### config.mk
export PLATFORM = sky130hd
export DESIGN_NAME = memory_game
export DESIGN_NICKNAME = d
export VERILOG_FILES = /design/src/source/game_pkg.sv /design/src/source/game_control.sv /design/src/source/game_datapath.sv /design/src/source/memory_game.sv /design/src/source/play_detector.sv /design/src/source/sequence_rom.sv /design/src/source/seven_seg_decoder.sv
export SDC_FILE = /design/constraint.sdc
export NUM_CORES = 1
export LEC_CHECK = 0
export ABC_AREA = 1
export BUFFER_PORTS_ARGS = -buffer_cell sky130_fd_sc_hd__clkbuf_2
export CAP_MARGIN = 20
export CELL_PAD_IN_SITES_DETAIL_PLACEMENT = 1
export CELL_PAD_IN_SITES_GLOBAL_PLACEMENT = 2
export CORE_ASPECT_RATIO = 2
export CORE_MARGIN = 2
export CORE_UTILIZATION = 28
export CTS_CLUSTER_SIZE = 40
export DETAILED_ROUTE_END_ITERATION = 8
export HOLD_SLACK_MARGIN = 0.15
export PLACE_DENSITY = 0.72
export SKIP_CTS_REPAIR_TIMING = 1
export SLEW_MARGIN = 10
export SYNTH_ARGS = -nofsm -noshare
export SYNTH_HDL_FRONTEND = slang
export SYNTH_SLANG_ARGS = --single-unit
export TNS_END_PERCENT = 1
### constraint.sdc
create_clock -name clock -period 2.85 [get_ports clock]
set_input_delay 0.7125 -clock clock [delete_from_list [all_inputs] [get_ports clock]]
set_output_delay 0.7125 -clock clock [all_outputs]
set_load 0.05 [all_outputs]
### src/source/game_pkg.sv
package game_pkg;

    // ------------------------------------------------------------
    // Widths shared by datapath, control and top level
    // ------------------------------------------------------------
    localparam int addr_width = 4;
    localparam int move_width = 4;
    localparam int seg_width  = 7;

    // Last ROM address of each level
    localparam logic [addr_width-1:0] last_addr_short = 4'd3;
    localparam logic [addr_width-1:0] last_addr_long  = 4'd15;

    // ------------------------------------------------------------
    // Controller states, the code is shown on the state display
    // ------------------------------------------------------------
    typedef enum logic [3:0] {
        st_idle         = 4'd0,
        st_init         = 4'd1,
        st_wait_move    = 4'd2,
        st_compare      = 4'd3,
        st_next_address = 4'd4,
        st_next_round   = 4'd5,
        st_won          = 4'd6,
        st_lost         = 4'd7,
        st_timed_out    = 4'd8
    } game_state_t;

endpackage

### src/source/game_control.sv
`timescale 1ns/1ns

module game_control (
    input  logic                  clock,
    input  logic                  arst_n,
    input  logic                  jogar,
    input  logic                  move_valid,
    input  logic                  move_match,
    input  logic                  address_at_round,
    input  logic                  round_at_last,
    input  logic                  timeout_done,
    output logic                  clear_address,
    output logic                  count_address,
    output logic                  clear_round,
    output logic                  count_round,
    output logic                  clear_timeout,
    output logic                  count_timeout,
    output logic                  clear_move,
    output logic                  latch_level,
    output logic                  ganhou,
    output logic                  perdeu,
    output logic                  timeout,
    output logic                  pronto,
    output game_pkg::game_state_t state
);

    import game_pkg::*;

    game_state_t next_state;

    // ------------------------------------------------------------
    // State register
    // ------------------------------------------------------------
    always_ff @(posedge clock or negedge arst_n) begin
        if (!arst_n) begin
            state <= st_idle;
        end else begin
            state <= next_state;
        end
    end

    // ------------------------------------------------------------
    // Next state
    // ------------------------------------------------------------
    always_comb begin
        next_state = state;
        case (state)
            st_idle, st_won, st_lost, st_timed_out: begin
                if (jogar) begin
                    next_state = st_init;
                end
            end
            st_init: begin
                next_state = st_wait_move;
            end
            st_wait_move: begin
                // A move wins over a timeout on the same cycle
                if (move_valid) begin
                    next_state = st_compare;
                end else if (timeout_done) begin
                    next_state = st_timed_out;
                end
            end
            st_compare: begin
                if (!move_match) begin
                    next_state = st_lost;
                end else if (!address_at_round) begin
                    next_state = st_next_address;
                end else if (round_at_last) begin
                    next_state = st_won;
                end else begin
                    next_state = st_next_round;
                end
            end
            st_next_address: begin
                next_state = st_wait_move;
            end
            st_next_round: begin
                next_state = st_wait_move;
            end
            default: begin
                next_state = st_idle;
            end
        endcase
    end

    // Datapath controls, decoded from the current state
    always_comb begin
        clear_address = 1'b0;
        count_address = 1'b0;
        clear_round   = 1'b0;
        count_round   = 1'b0;
        clear_timeout = 1'b0;
        count_timeout = 1'b0;
        clear_move    = 1'b0;
        latch_level   = 1'b0;
        case (state)
            st_init: begin
                clear_address = 1'b1;
                clear_round   = 1'b1;
                clear_timeout = 1'b1;
                clear_move    = 1'b1;
                latch_level   = 1'b1;
            end
            st_wait_move:    count_timeout = 1'b1;
            st_compare:      clear_timeout = 1'b1;
            st_next_address: count_address = 1'b1;
            st_next_round: begin
                count_round   = 1'b1;
                clear_address = 1'b1;
            end
            default: ;
        endcase
    end

    // ------------------------------------------------------------
    // Result flags, registered so they line up with the state
    // ------------------------------------------------------------
    always_ff @(posedge clock or negedge arst_n) begin
        if (!arst_n) begin
            ganhou  <= 1'b0;
            perdeu  <= 1'b0;
            timeout <= 1'b0;
            pronto  <= 1'b0;
        end else begin
            ganhou  <= (next_state == st_won);
            perdeu  <= (next_state == st_lost) || (next_state == st_timed_out);
            timeout <= (next_state == st_timed_out);
            pronto  <= (next_state == st_won) || (next_state == st_lost) ||
                       (next_state == st_timed_out);
        end
    end

endmodule

### src/source/game_datapath.sv
`timescale 1ns/1ns

module game_datapath #(
    parameter logic [31:0] timeout_cycles = 32'd5000
) (
    input  logic                            clock,
    input  logic                            arst_n,
    input  logic [game_pkg::move_width-1:0] botoes,
    input  logic                            nivel,
    input  logic                            clear_address,
    input  logic                            count_address,
    input  logic                            clear_round,
    input  logic                            count_round,
    input  logic                            clear_timeout,
    input  logic                            count_timeout,
    input  logic                            clear_move,
    input  logic                            latch_level,
    output logic                            move_valid,
    output logic                            move_match,
    output logic                            address_at_round,
    output logic                            round_at_last,
    output logic                            timeout_done,
    output logic [game_pkg::addr_width-1:0] address,
    output logic [game_pkg::addr_width-1:0] round,
    output logic [game_pkg::move_width-1:0] memory_value,
    output logic [game_pkg::move_width-1:0] move
);

    import game_pkg::*;

    logic                  level;
    logic [addr_width-1:0] last_addr;
    logic [31:0]           timeout_count;

    // ------------------------------------------------------------
    // Button input and sequence memory
    // ------------------------------------------------------------
    play_detector u_play_detector (
        .clock      (clock),
        .arst_n     (arst_n),
        .botoes     (botoes),
        .clear_move (clear_move),
        .move       (move),
        .move_valid (move_valid)
    );

    sequence_rom u_sequence_rom (
        .address (address),
        .value   (memory_value)
    );

    // ------------------------------------------------------------
    // Counters and level latch
    // ------------------------------------------------------------
    // Position inside the current round
    always_ff @(posedge clock or negedge arst_n) begin
        if (!arst_n) begin
            address <= '0;
        end else if (clear_address) begin
            address <= '0;
        end else if (count_address) begin
            address <= address + 1'b1;
        end
    end

    // Last address of the current round
    always_ff @(posedge clock or negedge arst_n) begin
        if (!arst_n) begin
            round <= '0;
        end else if (clear_round) begin
            round <= '0;
        end else if (count_round) begin
            round <= round + 1'b1;
        end
    end

    // Cycles spent waiting for a move
    always_ff @(posedge clock or negedge arst_n) begin
        if (!arst_n) begin
            timeout_count <= '0;
        end else if (clear_timeout) begin
            timeout_count <= '0;
        end else if (count_timeout) begin
            timeout_count <= timeout_count + 32'd1;
        end
    end

    // Level is fixed for the whole game
    always_ff @(posedge clock or negedge arst_n) begin
        if (!arst_n) begin
            level <= 1'b0;
        end else if (latch_level) begin
            level <= nivel;
        end
    end

    // ------------------------------------------------------------
    // Compares
    // ------------------------------------------------------------
    assign last_addr        = level ? last_addr_long : last_addr_short;
    assign move_match       = (move == memory_value);
    assign address_at_round = (address == round);
    assign round_at_last    = (round == last_addr);

    // Strobe on the last counted cycle, control leaves the wait state
    assign timeout_done = count_timeout && (timeout_count == timeout_cycles - 32'd1);

endmodule

### src/source/memory_game.sv
`timescale 1ns/1ns

module memory_game #(
    parameter logic [31:0] timeout_cycles = 32'd5000
) (
    input  logic                            clock,
    input  logic                            arst_n,
    input  logic                            jogar,
    input  logic                            nivel,
    input  logic [game_pkg::move_width-1:0] botoes,
    output logic                            ganhou,
    output logic                            perdeu,
    output logic                            timeout,
    output logic                            pronto,
    output logic [3:0]                      leds,
    output logic [game_pkg::seg_width-1:0]  db_address,
    output logic [game_pkg::seg_width-1:0]  db_memory,
    output logic [game_pkg::seg_width-1:0]  db_round,
    output logic [game_pkg::seg_width-1:0]  db_state,
    output logic [game_pkg::seg_width-1:0]  db_move,
    output logic                            db_address_at_round,
    output logic                            db_move_match
);

    import game_pkg::*;

    logic                  move_valid;
    logic                  round_at_last;
    logic                  timeout_done;
    logic                  clear_address;
    logic                  count_address;
    logic                  clear_round;
    logic                  count_round;
    logic                  clear_timeout;
    logic                  count_timeout;
    logic                  clear_move;
    logic                  latch_level;
    logic [addr_width-1:0] address;
    logic [addr_width-1:0] round;
    logic [move_width-1:0] memory_value;
    game_state_t           state;

    // ------------------------------------------------------------
    // Datapath and controller
    // ------------------------------------------------------------
    // The registered move also lights the LEDs
    game_datapath #(
        .timeout_cycles (timeout_cycles)
    ) u_game_datapath (
        .clock            (clock),
        .arst_n           (arst_n),
        .botoes           (botoes),
        .nivel            (nivel),
        .clear_address    (clear_address),
        .count_address    (count_address),
        .clear_round      (clear_round),
        .count_round      (count_round),
        .clear_timeout    (clear_timeout),
        .count_timeout    (count_timeout),
        .clear_move       (clear_move),
        .latch_level      (latch_level),
        .move_valid       (move_valid),
        .move_match       (db_move_match),
        .address_at_round (db_address_at_round),
        .round_at_last    (round_at_last),
        .timeout_done     (timeout_done),
        .address          (address),
        .round            (round),
        .memory_value     (memory_value),
        .move             (leds)
    );

    game_control u_game_control (
        .clock            (clock),
        .arst_n           (arst_n),
        .jogar            (jogar),
        .move_valid       (move_valid),
        .move_match       (db_move_match),
        .address_at_round (db_address_at_round),
        .round_at_last    (round_at_last),
        .timeout_done     (timeout_done),
        .clear_address    (clear_address),
        .count_address    (count_address),
        .clear_round      (clear_round),
        .count_round      (count_round),
        .clear_timeout    (clear_timeout),
        .count_timeout    (count_timeout),
        .clear_move       (clear_move),
        .latch_level      (latch_level),
        .ganhou           (ganhou),
        .perdeu           (perdeu),
        .timeout          (timeout),
        .pronto           (pronto),
        .state            (state)
    );

    // ------------------------------------------------------------
    // Debug displays
    // ------------------------------------------------------------
    seven_seg_decoder u_hex_address (.digit(address),      .segments(db_address));
    seven_seg_decoder u_hex_memory  (.digit(memory_value), .segments(db_memory));
    seven_seg_decoder u_hex_round   (.digit(round),        .segments(db_round));
    seven_seg_decoder u_hex_state   (.digit(state),        .segments(db_state));
    seven_seg_decoder u_hex_move    (.digit(leds),         .segments(db_move));

endmodule

### src/source/play_detector.sv
`timescale 1ns/1ns

module play_detector (
    input  logic                            clock,
    input  logic                            arst_n,
    input  logic [game_pkg::move_width-1:0] botoes,
    input  logic                            clear_move,
    output logic [game_pkg::move_width-1:0] move,
    output logic                            move_valid
);

    import game_pkg::*;

    logic [move_width-1:0] botoes_prev;
    logic                  press_edge;

    // Idle to pressed transition
    assign press_edge = (botoes_prev == '0) && (botoes != '0);

    always_ff @(posedge clock or negedge arst_n) begin
        if (!arst_n) begin
            botoes_prev <= '0;
            move_valid  <= 1'b0;
        end else begin
            botoes_prev <= botoes;
            move_valid  <= press_edge;
        end
    end

    // Move register, loaded on the same edge as the strobe
    always_ff @(posedge clock or negedge arst_n) begin
        if (!arst_n) begin
            move <= '0;
        end else if (clear_move) begin
            move <= '0;
        end else if (press_edge) begin
            move <= botoes;
        end
    end

endmodule

### src/source/sequence_rom.sv
`timescale 1ns/1ns

module sequence_rom (
    input  logic [game_pkg::addr_width-1:0] address,
    output logic [game_pkg::move_width-1:0] value
);

    // ------------------------------------------------------------
    // One-hot button per entry, bit (i + i/4) mod 4
    // ------------------------------------------------------------
    always_comb begin
        case (address)
            // First group walks the buttons in order
            4'd0:  value = 4'b0001;
            4'd1:  value = 4'b0010;
            4'd2:  value = 4'b0100;
            4'd3:  value = 4'b1000;
            // Each later group starts one button further on
            4'd4:  value = 4'b0010;
            4'd5:  value = 4'b0100;
            4'd6:  value = 4'b1000;
            4'd7:  value = 4'b0001;
            4'd8:  value = 4'b0100;
            4'd9:  value = 4'b1000;
            4'd10: value = 4'b0001;
            4'd11: value = 4'b0010;
            4'd12: value = 4'b1000;
            4'd13: value = 4'b0001;
            4'd14: value = 4'b0010;
            default: value = 4'b0100;
        endcase
    end

endmodule

### src/source/seven_seg_decoder.sv
`timescale 1ns/1ns

module seven_seg_decoder (
    input  logic [3:0]                     digit,
    output logic [game_pkg::seg_width-1:0] segments
);

    // Active low, bit order gfedcba
    always_comb begin
        case (digit)
            4'h0: segments = 7'b1000000;
            4'h1: segments = 7'b1111001;
            4'h2: segments = 7'b0100100;
            4'h3: segments = 7'b0110000;
            4'h4: segments = 7'b0011001;
            4'h5: segments = 7'b0010010;
            4'h6: segments = 7'b0000010;
            4'h7: segments = 7'b1111000;
            4'h8: segments = 7'b0000000;
            4'h9: segments = 7'b0010000;
            4'ha: segments = 7'b0001000;
            4'hb: segments = 7'b0000011;
            4'hc: segments = 7'b1000110;
            4'hd: segments = 7'b0100001;
            4'he: segments = 7'b0000110;
            default: segments = 7'b0001110;
        endcase
    end

endmodule

======== Word level (Yosys, flattened, before mapping) ========
Memories as Yosys holds them, arrays and structs flattened.
Index checks and enable logic that the tools add are counted.
cells by class
  add/subtract/negate cells ............... 3
  equal/unequal tests ..................... 15
  multiplexer cells ....................... 22
  reductions and logical operators ........ 16
operators with widths
  operator                                                                 count
  32-bit two-way mux                                                       2
  4-bit two-way mux                                                        12
  32-bit by 1-bit adder with 32-bit output, second input constant          1
  32-bit by 13-bit equality test with 1-bit output, second input constant  1
  4-bit by 3-bit equality test with 1-bit output, second input constant    6
  4-bit one-hot mux with 4 select lines                                    1
  4-bit equality test                                                      3
  4-bit by 1-bit adder with 4-bit output, second input constant            2
  4-bit by 2-bit equality test with 1-bit output, second input constant    2
  4-bit equality test, second input constant                               2
  4-bit zero test                                                          2
  2-bit nonzero test                                                       4
  1-bit two-way mux                                                        6
  4-bit by 1-bit equality test with 1-bit output, second input constant    1
  4-bit nonzero test                                                       1
  2-bit OR reduction                                                       2
  4-bit OR reduction                                                       1
  1-bit logical OR                                                         3
  3-bit OR reduction                                                       1
  1-bit logical AND                                                        2
  2-bit two-way mux                                                        1
word-level totals
  register bits after elaboration ......... 58
  memory bits (read-only) ................. 624
  input port bits ......................... 8
  output and inout bits ................... 45
  logic and storage cells ................. 74
  memories ................................ 6
memories
  name              depth  width  rd ports  clocked after Yosys merged registers in  wr ports  RTL line                 RTL
  (name not given)  16     7      1         0                                        0         seven_seg_decoder.sv:10  case (digit)
  (name not given)  16     7      1         0                                        0         seven_seg_decoder.sv:10
  (name not given)  16     7      1         0                                        0         seven_seg_decoder.sv:10
  (name not given)  16     7      1         0                                        0         seven_seg_decoder.sv:10
  (name not given)  16     7      1         0                                        0         seven_seg_decoder.sv:10
  (name not given)  16     4      1         0                                        0         sequence_rom.sv:12       case (address)

======== Depth between registers and ports, before layout ========
Gate-level depths: netlist of run 1.
  word-level depth ........................ 9
  mapped depth ............................ 16

======== Cells and area by module ========
From an unflattened synthesis of run 1, not the netlist that was laid out.
unflattened totals
  cells, all modules ...................... 739
  area, all modules ....................... 4963.5 µm²
modules (own cells, without submodules)
  module             times used  cells each  area an instance (µm²)  seq. area each (µm²)
  game_datapath      1           365         2600.0                  1026.0
  seven_seg_decoder  5           49          274.0                   0.0
  game_control       1           67          513.0                   200.2
  play_detector      1           34          359.1                   225.2
  sequence_rom       1           28          121.4                   0.0

======== Least setup slack after synthesis of run 1 ========
No wires, ideal clock.
  path type ............................... reg2out
  from .................................... register u_game_datapath.address[0] (netlist bit)
  to ...................................... output port db_memory[1] (netlist bit)
  arrival time ............................ 2874 ps
  required time ........................... 2138 ps
  path slack .............................. -736 ps
  stages on the path, launching flop included .. 12
  cells stage by stage .................... dfrtp_1 inv_1 ha_1 inv_1 nand2_1 nand2_1 nand2_1 nand2_1 inv_1 ha_1 o21ai_0 a21boi_0
between the ends
  word-level cells in the longest chain between the ends .. 2
ends and longest elaborated chain
  item                    RTL line             RTL
  start, declared         game_datapath.sv:23  output logic [game_pkg::addr_width-1:0] address,
  start signal, assigned  game_datapath.sv:62  address <= address + 1'b1;
  memory read 16 x 4 bit  -
  memory read 16 x 7 bit  -
  end, declared           memory_game.sv:17    output logic [game_pkg::seg_width-1:0] db_memory,
No other way between the ends.

======== Worst setup path after layout of run 1 ========
  from .................................... register u_game_datapath.address[0] (netlist bit)
  to ...................................... output port db_memory[0] (netlist bit)
The elaborated chain is that of the path after synthesis.

==> results of run 1 <==
[critical path, cell delays in order (launching register included)]
cell and delay (ps):
dfrtp_2 460, buf_4 160, ha_2 200, nand2_2 90, nand3_2 90, nand2_2 90
buf_4 140, ha_4 150, nand2_1 80, nand2_1 90, nand2_1 80, o21ai_2 90
buf_12 160
[kinds of logic (layout without fill, tap and decap cells)]
| group | count (synthesis) | count (layout) | share of synthesized area [%] |
|---|---|---|---|
| compound gates | 130 | 130 | 15.7 |
| xor+xnor | 7 | 7 | 1.34 |
| fa+ha+maj | 33 | 33 | 9.05 |
| flops | 58 | 58 | 31.8 |
| simple gates | 316 | 316 | 32.0 |
| buf+inv | 110 | 205 | 10.1 |
[placed cells by master (no fill, tap or decap), types with 2 or more instances in the layout]
master     netlist  routed
nand2_1        143     126
inv_1           84      76
dfrtp_1         58      56
nor2_1          55      54
o21ai_0         61      53
nand3_1         56      51
clkbuf_2         0      44
a21oi_1         38      38
buf_4            4      36
nand2_2         10      23
ha_1            33      23
nand4_1         15      15
inv_2            8      13
buf_6            3      12
nor3_1          11      11
clkbuf_16        0       9
o21ai_1          6       8
o21ai_2          2       7
xor2_1           7       7
nor4_1           8       7
nand3_2          2       6
nand2_4          2       6
ha_4             0       6
inv_4            1       5
nor3_2           5       5
nor2_2           3       4
o211ai_1         4       4
ha_2             0       4
o22ai_1          3       3
clkbuf_8         0       3
nor2_4           2       2
a31oi_1          2       2
o221ai_1         2       2
a211oi_1         2       2
clkinv_2         0       2
buf_12           0       2
dfrtp_2          0       2
[registers in the layout, summed over array words and instances, names as in the netlist]
register / count
u_game_datapath.u_play_detector.botoes_prev: 4
u_game_control.state: 4
u_game_datapath.u_play_detector.move_valid: 1
u_game_datapath.level: 1
u_game_datapath.address: 4
u_game_datapath.u_play_detector.move: 4
u_game_control.timeout: 1
u_game_datapath.timeout_count: 32
u_game_control.perdeu: 1
u_game_control.ganhou: 1
u_game_datapath.round: 4
u_game_control.pronto: 1
[metal layers]
metal / vias up / part of all wire (%) / routed length [um]
met1: 2209 / 46 / 6620
met2: 72 / 50 / 7200
met3: 14 / 3.0 / 433
met5: - / 0 / 0
met4: 0 / 1.5 / 210
li1: 2345 / - / -
[metrics by stage]
stage	cell area (um2)	hold WS (ps)	TNS (ps)	worst slack, ps	util [%]
final	5940	525	-286	-82.0	36.9
after global routing	5940	535	-1020	-181	36.9
after CTS	5620	524	-2810	-446	34.9
after detailed placement	5310	519	-217	-82.1	32.9
after global placement	5310	498	-17.2	-17.2	32.9
after floorplan	4570	417	-2230	-406	-
[final cells by class]
class                           instances  area (um2)  area share (%)
Inverter                               95         369            6.21
Tap cell                              204         255            4.29
Timing Repair Buffer                   94         666            11.2
Clock inverter                          4        48.8           0.821
Multi-Input combinational cell        486        2880            48.5
Sequential cell                        58        1450            24.5
Clock buffer                           12         267            4.48
[path summary, 6_finish.rpt]
check / to / depth (start not counted)
min in group asynchronous: u_game_datapath.address[3] / 2
max: db_memory[0] / 12
max reg2reg: u_game_datapath.timeout_count[31] / 10
max in group asynchronous: u_game_datapath.address[1] / 2
min: u_game_datapath.timeout_count[6] / 1
min reg2reg: u_game_datapath.timeout_count[6] / 1
[power by group]
group / switching (mW) / leakage, nW / total, mW / internal (mW)
Combinational: 2.61 / 1.92 / 3.75 / 1.14
Sequential: 0.126 / 0.785 / 1.04 / 0.916
Clock: 0.390 / 0.159 / 1.14 / 0.746
==> impl_metrics.env, run 1 <==
export IMPL_die_w_um=94.3
export IMPL_crit_required_ps=2140
export IMPL_p_leak_nw=2.86
export IMPL_cts_sinks=58
export IMPL_ir_drop_mv=0.513
export IMPL_wire_per_inst_um=15.2
export IMPL_worstHoldStart="u_game_datapath.timeout_count[6]"
export IMPL_place_hpwl_mm=11.2
export IMPL_grt_util_all_layers_pct=17.1
export IMPL_place_inst=934
export IMPL_synth_top_area_share_pct=31.8
export IMPL_initial_core_util_pct=28.3
export IMPL_h_tree_depth=3
export IMPL_synth_edf_count=0
export IMPL_design_die_area_um2=17400
export IMPL_tightest_slew_ps=802
export IMPL_netlist_area_um2=4560
export IMPL_gp_congestion=0.821
export IMPL_grt_pass1_wl_mm=23.8
export IMPL_final_max_slew_viol_count=0
export IMPL_postSynthCellCount=654
export IMPL_first_global_vias=4830
export IMPL_finalClockSkew_ps=10.5
export IMPL_cap_violations=0
export IMPL_viasPerCell=4.87
export IMPL_fin_crit_sh_pct=103
export IMPL_relSlewSlack_pct=46.5
export IMPL_use_met3_pct=2.49
export IMPL_ys_async_sr_fraction_pct=100
export IMPL_power_mw=5.93
export IMPL_max_freq_mhz=341
export IMPL_cp_arrival_ps=2220
export IMPL_rows=66
export IMPL_hold_viol=0
export IMPL_final_cells=953
export IMPL_synth_common_cells="nand2_1 (143), inv_1 (84), o21ai_0 (61)"
export IMPL_rsz0062_at_grt="true"
export IMPL_grt_use_met2_pct=29.4
export IMPL_synth_nets=695
export IMPL_grt_max_degree=59
export IMPL_die_y_um=185
export IMPL_reg2reg_slack_ps=600
export IMPL_final_nets=785
export IMPL_root_buffer="clkbuf_16"
export IMPL_drtAntennaViolNets=0
export IMPL_synth_distinct_cells=44
export IMPL_status="finished with violations"
export IMPL_core_area_um2=16100
export IMPL_diodes=0
export IMPL_power_density_nw_per_um2=998
export IMPL_io_pins=53
export IMPL_fill_cells=2016
export IMPL_clk_latency_ps=330
export IMPL_crit_start="u_game_datapath.address[0]"
export IMPL_grt_ovfl_total=0
export IMPL_use_met1_pct=21.9
export IMPL_yosysTopAreaCell="dfrtp_1"
export IMPL_avgSynthCellArea_um2=6.98
export IMPL_crit_path_end_kind="output port"
export IMPL_violations="setup timing"
export IMPL_vias=4640
export IMPL_antenna_found_initial=0
export IMPL_cts_inserted_buffers=9
export IMPL_synth_area_leaders="dfrtp_1 (32%), nand2_1 (12%), ha_1 (9.0%)"
export IMPL_ys_seq_elements=58
export IMPL_yosys_most_used_dff="dfrtp_1"
export IMPL_synth_warnings=0
export IMPL_finalCriticalPeriod_ps=2930
export IMPL_path_max_fanout=6
export IMPL_hold_class="reg -> reg"
export IMPL_first_pass_iters=5
export IMPL_critPathLaunchType="register"
export IMPL_drive_gt1_share_pct=26.7
export IMPL_drt_initial_drc_count=147
export IMPL_cts_max_path_buffers=2
export IMPL_clk_pin_slew_ps=50
export IMPL_synth_most_common_cell="nand2_1"
export IMPL_postRouteWirelength_mm=14.5
export IMPL_cts_tree="yes"
export IMPL_area_growth_pct=30.2
export IMPL_seq_area_frac_synth_pct=31.8
export IMPL_route_detailed_drc=0
export IMPL_setup_violations=7
export IMPL_gr_max_usage_layer="met2"
export IMPL_worstSetupPathType="reg -> out"
export IMPL_place_port_buffers=52
export IMPL_setup_ws_ps=-82.0
export IMPL_r2r_start="u_game_control.state[0]"
Power figures use the tool's default switching activity.
==> run 2: changes to the inputs <==
Settings changed: CORE_UTILIZATION 28 to 33, PLACE_DENSITY 0.72 to 0.82.
==> run 2 against run 1 <==
Net effect: the flow still finishes with violations (setup timing); first-iteration DRC count increased by 26%; utilization increased by 7.3 points; die area decreased by 15%; count of clock-buffer cells in the layout decreased by 3; global-route usage increased by 4.4 points.
==> impl_metrics.env, run 2 (synthesized netlist as in run 1, its figures left out) <==
export IMPL_crit_required_ps=2140
export IMPL_hold_viol=0
export IMPL_core_area_um2=13500
export IMPL_postRouteWirelength_mm=16.2
export IMPL_worstSetupPathType="reg -> out"
export IMPL_ir_drop_mv=0.415
export IMPL_cts_tree="yes"
export IMPL_wire_per_inst_um=17.9
export IMPL_design_die_area_um2=14800
export IMPL_place_inst=870
export IMPL_tightest_slew_ps=762
export IMPL_power_density_nw_per_um2=1010
export IMPL_cpMostUsedCell="nand2_2"
export IMPL_status="finished with violations"
export IMPL_p_sw_mw=3.27
export IMPL_vias=4846
export IMPL_final_nets=785
export IMPL_place_port_buffers=52
export IMPL_share_comb_of_total_power_pct=65.8
export IMPL_largest_reg_flops=32
export IMPL_hold_class="reg -> reg"
export IMPL_cts_sinks=58
export IMPL_grt_pass1_wl_mm=25.0
export IMPL_design_area_um2=5970
export IMPL_swShare_pct=54.4
export IMPL_cap_violations=0
export IMPL_viasPerCell=5.36
export IMPL_rows=60
export IMPL_multiInputGateArea_um2=2980
export IMPL_fill_cells=1685
export IMPL_seq_area_um2=1450
export IMPL_final_common_cell="nand2_1"
export IMPL_place_hpwl_mm=12.4
export IMPL_max_freq_mhz=331
export IMPL_dpl_cell_area_um2=5150
export IMPL_setup_ws_ps=-174
export IMPL_clk_latency_ps=330
export IMPL_die_y_um=170
export IMPL_final_util_pct=44.2
export IMPL_grt_ovfl_total=0
export IMPL_dp_slack_ps=-96.4
export IMPL_io_pins=53
export IMPL_rsz0062_at_grt="true"
export IMPL_finalClockSkew_ps=8.67
export IMPL_gp_congestion=0.906
export IMPL_initial_core_util_pct=33.8
export IMPL_holdWs_ps=510
export IMPL_final_cells=904
export IMPL_power_internal_mw=2.74
export IMPL_drive_gt1_share_pct=28.2
export IMPL_drtAntennaViolNets=0
export IMPL_slowest_stage="dfrtp_2"
export IMPL_final_max_slew_viol_count=0
export IMPL_cp_cell_sequence="clkinv_4, ha_4, inv_4, nand2_2, nand2_2, nand2_2, nand2_4, clkinvlp_4, nor2_1, inv_1, o21ai_2, a21boi_4, buf_12"
export IMPL_critPathLaunchType="register"
export IMPL_p_clk_share_pct=16.5
export IMPL_power_mw=6.01
export IMPL_area_growth_pct=30.9
export IMPL_relSlewSlack_pct=49.2
export IMPL_drt_initial_drc_count=185
export IMPL_seq_power_share_pct=17.7
export IMPL_cp_arrival_ps=2310
export IMPL_cts_max_path_buffers=2
export IMPL_first_global_vias=5163
export IMPL_grt_util_all_layers_pct=21.5
export IMPL_violations="setup timing"
export IMPL_route_detailed_drc=0
export IMPL_tns_ps=-1060
export IMPL_path_max_fanout=6
export IMPL_regMostFlops="u_game_datapath.timeout_count"
export IMPL_fin_crit_sh_pct=106
export IMPL_final_cell_mix="nand2_1 (120), inv_1 (74), dfrtp_1 (56), nor2_1 (55), o21ai_0 (53)"
export IMPL_crit_path_end_kind="output port"
export IMPL_cts_inserted_buffers=9
export IMPL_finalCriticalPeriod_ps=3020
export IMPL_setup_violations=8
export IMPL_diodes=0
export IMPL_root_buffer="clkbuf_16"
export IMPL_first_pass_iters=4
export IMPL_die_w_um=87.2
export IMPL_p_leak_nw=2.83
export IMPL_h_tree_depth=3
export IMPL_critPathMaxStageDelay_ps=490
export IMPL_clk_pin_slew_ps=60
export IMPL_antenna_found_initial=0
export IMPL_grt_max_degree=59
[run 2: cell count changes in the layout (fill, tap and decap cells not counted), moves of 3 or more]
cell and change:
clkbuf_8 -3, buf_4 -3, nand2_2 +3, nand2_4 +3
nand2_1 -6, ha_1 -3, ha_4 +5, clkinvlp_4 +6
[run 2: power groups by stage]
stage               registers, mW  clock network (mW)  logic [mW]
floorplan                    1.13                   0        2.33
global placement             1.06                   0        3.37
detailed placement           1.06                   0        3.43
CTS                          1.05                1.01        3.44
global route                 1.08                1.04        4.26
finish                       1.06               0.989        3.96
[run 2: final cells by class]
class,count,area share [%]
multi-input combinational,486,49.9
sequential,58,24.3
timing repair buffer,93,11.4
inverter,95,6.39
clock buffer,9,3.77
tap,155,3.25
clock inverter,7,0.775
timing repair inverter,1,0.126
[run 2: routing by layer]
metal  GRT usage [%]  vias up  part of all wire (%)
li1                -     2336                     -
met1            19.6     2377                    33
met2            44.3       91                    60
met3            2.13       42                   1.8
met4            10.5        0                   4.9
met5               0        -                     0
[run 2: final timing paths]
kind / startpoint / to / slack (ps) / cells after the start
max: u_game_datapath.address[1] / db_memory[1] / -170 / 13
min: u_game_datapath.timeout_count[15] / u_game_datapath.timeout_count[15] / 510 / 1
max reg2reg: u_game_control.state[0] / u_game_datapath.timeout_count[31] / 510 / 10
min reg2reg: u_game_datapath.timeout_count[15] / u_game_datapath.timeout_count[15] / 510 / 1
max in group asynchronous: arst_n / u_game_datapath.address[2] / 1760 / 2
min in group asynchronous: arst_n / u_game_datapath.timeout_count[25] / 550 / 2
[run 2: worst max-delay path: cells and delay by family, from the launching register on]
kind,cells,cell delay [ps]
compound gates,2,170
fa+ha+maj,1,210
buf+inv,5,630
flops,1,490
simple gates,5,460
==> run 3: changes to the inputs <==
Settings changed: BUFFER_PORTS_ARGS -buffer_cell sky130_fd_sc_hd__clkbuf_2 to unset, CORE_ASPECT_RATIO 2 to 1.2, CORE_UTILIZATION 33 to 36, DONT_BUFFER_PORTS set to 1.
==> run 3 against run 2 <==
Net effect: total power decreased by 0.63%; register-to-register slack improved by 90 ps; sequential share of layout area increased by 0.74 points; the flow still finishes with violations (setup timing); combinational power decreased by 5%; hold slack got worse by 290 ps.
==> impl_metrics.env, run 3 (synthesized netlist as in run 1, its figures left out) <==
export IMPL_status="finished with violations"
export IMPL_violations="setup timing"
export IMPL_core_area_um2=12500
export IMPL_dp_slack_ps=-79.4
export IMPL_cts_inserted_buffers=9
export IMPL_grt_util_all_layers_pct=21.6
export IMPL_finalClockSkew_ps=8.77
export IMPL_critPathBufInv=5
export IMPL_grt_max_degree=59
export IMPL_setup_violations=8
export IMPL_hold_class="in -> async"
export IMPL_slowest_stage="dfrtp_2"
export IMPL_crit_required_ps=2140
export IMPL_first_global_vias=4810
export IMPL_wire_per_inst_um=16.6
export IMPL_area_growth_pct=27.1
export IMPL_h_tree_depth=3
export IMPL_drt_initial_drc_count=144
export IMPL_antenna_found_initial=0
export IMPL_tightest_slew_ps=615
export IMPL_die_w_um=107
export IMPL_final_nets=757
export IMPL_critPathMaxStageDelay_ps=440
export IMPL_cap_violations=0
export IMPL_relSlewSlack_pct=58.6
export IMPL_final_max_slew_viol_count=0
export IMPL_power_mw=5.97
export IMPL_setup_ws_ps=-108
export IMPL_cts_sinks=58
export IMPL_postRouteWirelength_mm=14.7
export IMPL_cts_tree="yes"
export IMPL_max_freq_mhz=338
export IMPL_critPathTopFamily="buffers and inverters"
export IMPL_design_die_area_um2=13600
export IMPL_fill_cells=1582
export IMPL_r2r_start="u_game_control.state[1]"
export IMPL_place_hpwl_mm=10.8
export IMPL_design_area_um2=5800
export IMPL_vias=4685
export IMPL_critPathLaunchType="register"
export IMPL_rsz0062_at_grt="true"
export IMPL_rows=45
export IMPL_final_cell_mix="nand2_1 (130), inv_1 (78), dfrtp_1 (55), nor2_1 (54), nand3_1 (52)"
export IMPL_root_buffer="clkbuf_16"
export IMPL_cpMostUsedCell="buf_6"
export IMPL_die_y_um=127
export IMPL_p_leak_nw=2.74
export IMPL_viasPerCell=5.30
export IMPL_diodes=0
export IMPL_path_max_fanout=4
export IMPL_largest_reg_flops=32
export IMPL_grt_pass1_wl_mm=23.7
export IMPL_ir_drop_mv=0.595
export IMPL_crit_path_end_kind="output port"
export IMPL_io_pins=53
export IMPL_worstSetupPathType="reg -> out"
export IMPL_tns_ps=-677
export IMPL_hold_viol=0
export IMPL_regMostFlops="u_game_datapath.timeout_count"
export IMPL_crit_start="u_game_datapath.address[0]"
export IMPL_fin_crit_sh_pct=104
export IMPL_finalCriticalPeriod_ps=2960
export IMPL_power_density_nw_per_um2=1030
export IMPL_first_pass_iters=4
export IMPL_cts_max_path_buffers=2
export IMPL_final_common_cell="nand2_1"
export IMPL_clk_pin_slew_ps=50
export IMPL_drive_gt1_share_pct=23.5
export IMPL_place_port_buffers=0
export IMPL_grt_ovfl_total=0
export IMPL_cp_cell_sequence="buf_6, ha_1, inv_1, nand2_2, nand3_2, nand2_4, inv_4, buf_6, ha_2, nand2_2, nand2_1, nand2_1, o21ai_2, buf_6"
export IMPL_gp_congestion=0.917
export IMPL_drtAntennaViolNets=0
export IMPL_clk_latency_ps=330
export IMPL_initial_core_util_pct=36.5
export IMPL_route_detailed_drc=0
export IMPL_dpl_cell_area_um2=5120
export IMPL_cp_arrival_ps=2250
run 3: changes by cell type in the layout (fill, tap and decap cells not counted), sizes merged:
cell      change
clkbuf       -40
clkinvlp      -4
bufinv        +1
clkinv        -4
buf          +16
inv           +2
run 3: path summary, 6_finish.rpt:
| check | to | slack, ps | depth (start not counted) |
|---|---|---|---|
| hold reg to reg | u_game_datapath.timeout_count[15] | 520 | 1 |
| setup reg to reg | u_game_datapath.timeout_count[15] | 600 | 10 |
| hold / removal | u_game_datapath.timeout_count[9] | 220 | 1 |
| max in group asynchronous | u_game_datapath.address[2] | 2330 | 1 |
| setup / recovery | db_memory[0] | -110 | 14 |
| min in group clock | u_game_datapath.u_play_detector.botoes_prev[1] | 410 | 0 |
run 3: area by class of cell:
type / count / area (um2) / share of cell area [%]
Sequential cell: 58 / 1460 / 25.1
Timing Repair Buffer: 65 / 574 / 9.90
Clock buffer: 13 / 270 / 4.66
Inverter: 95 / 368 / 6.34
Multi-Input combinational cell: 486 / 2890 / 49.7
Clock inverter: 2 / 35.0 / 0.604
Tap cell: 164 / 205 / 3.54
Timing Repair inverter: 1 / 7.51 / 0.129
run 3: per-stage QoR:
stage	instances	util (%)	hold WS (ps)
2_1_floorplan	654	-	417
3_3_place_gp	857	41.0	419
3_5_place_dp	857	41.0	418
4_1_cts	872	43.4	57.0
5_1_grt	884	46.4	238
6_report	884	46.4	222
run 3: where the power goes:
part / total [mW] / switching [mW] / internal, mW / leakage [nW]
logic: 3.78 / 2.58 / 1.19 / 1.80
registers: 1.09 / 0.171 / 0.915 / 0.783
clock network: 1.11 / 0.369 / 0.741 / 0.152
run 3: layer usage:
layer	vias to the layer above	GRT usage (%)	part of all wire, %	wire length (um)
met2	66	41.2	54	7960
met4	0	6.65	2.2	320
met1	2304	24.5	41	6080
met5	-	0	0	0
li1	2284	-	-	-
met3	31	3.01	2.1	302
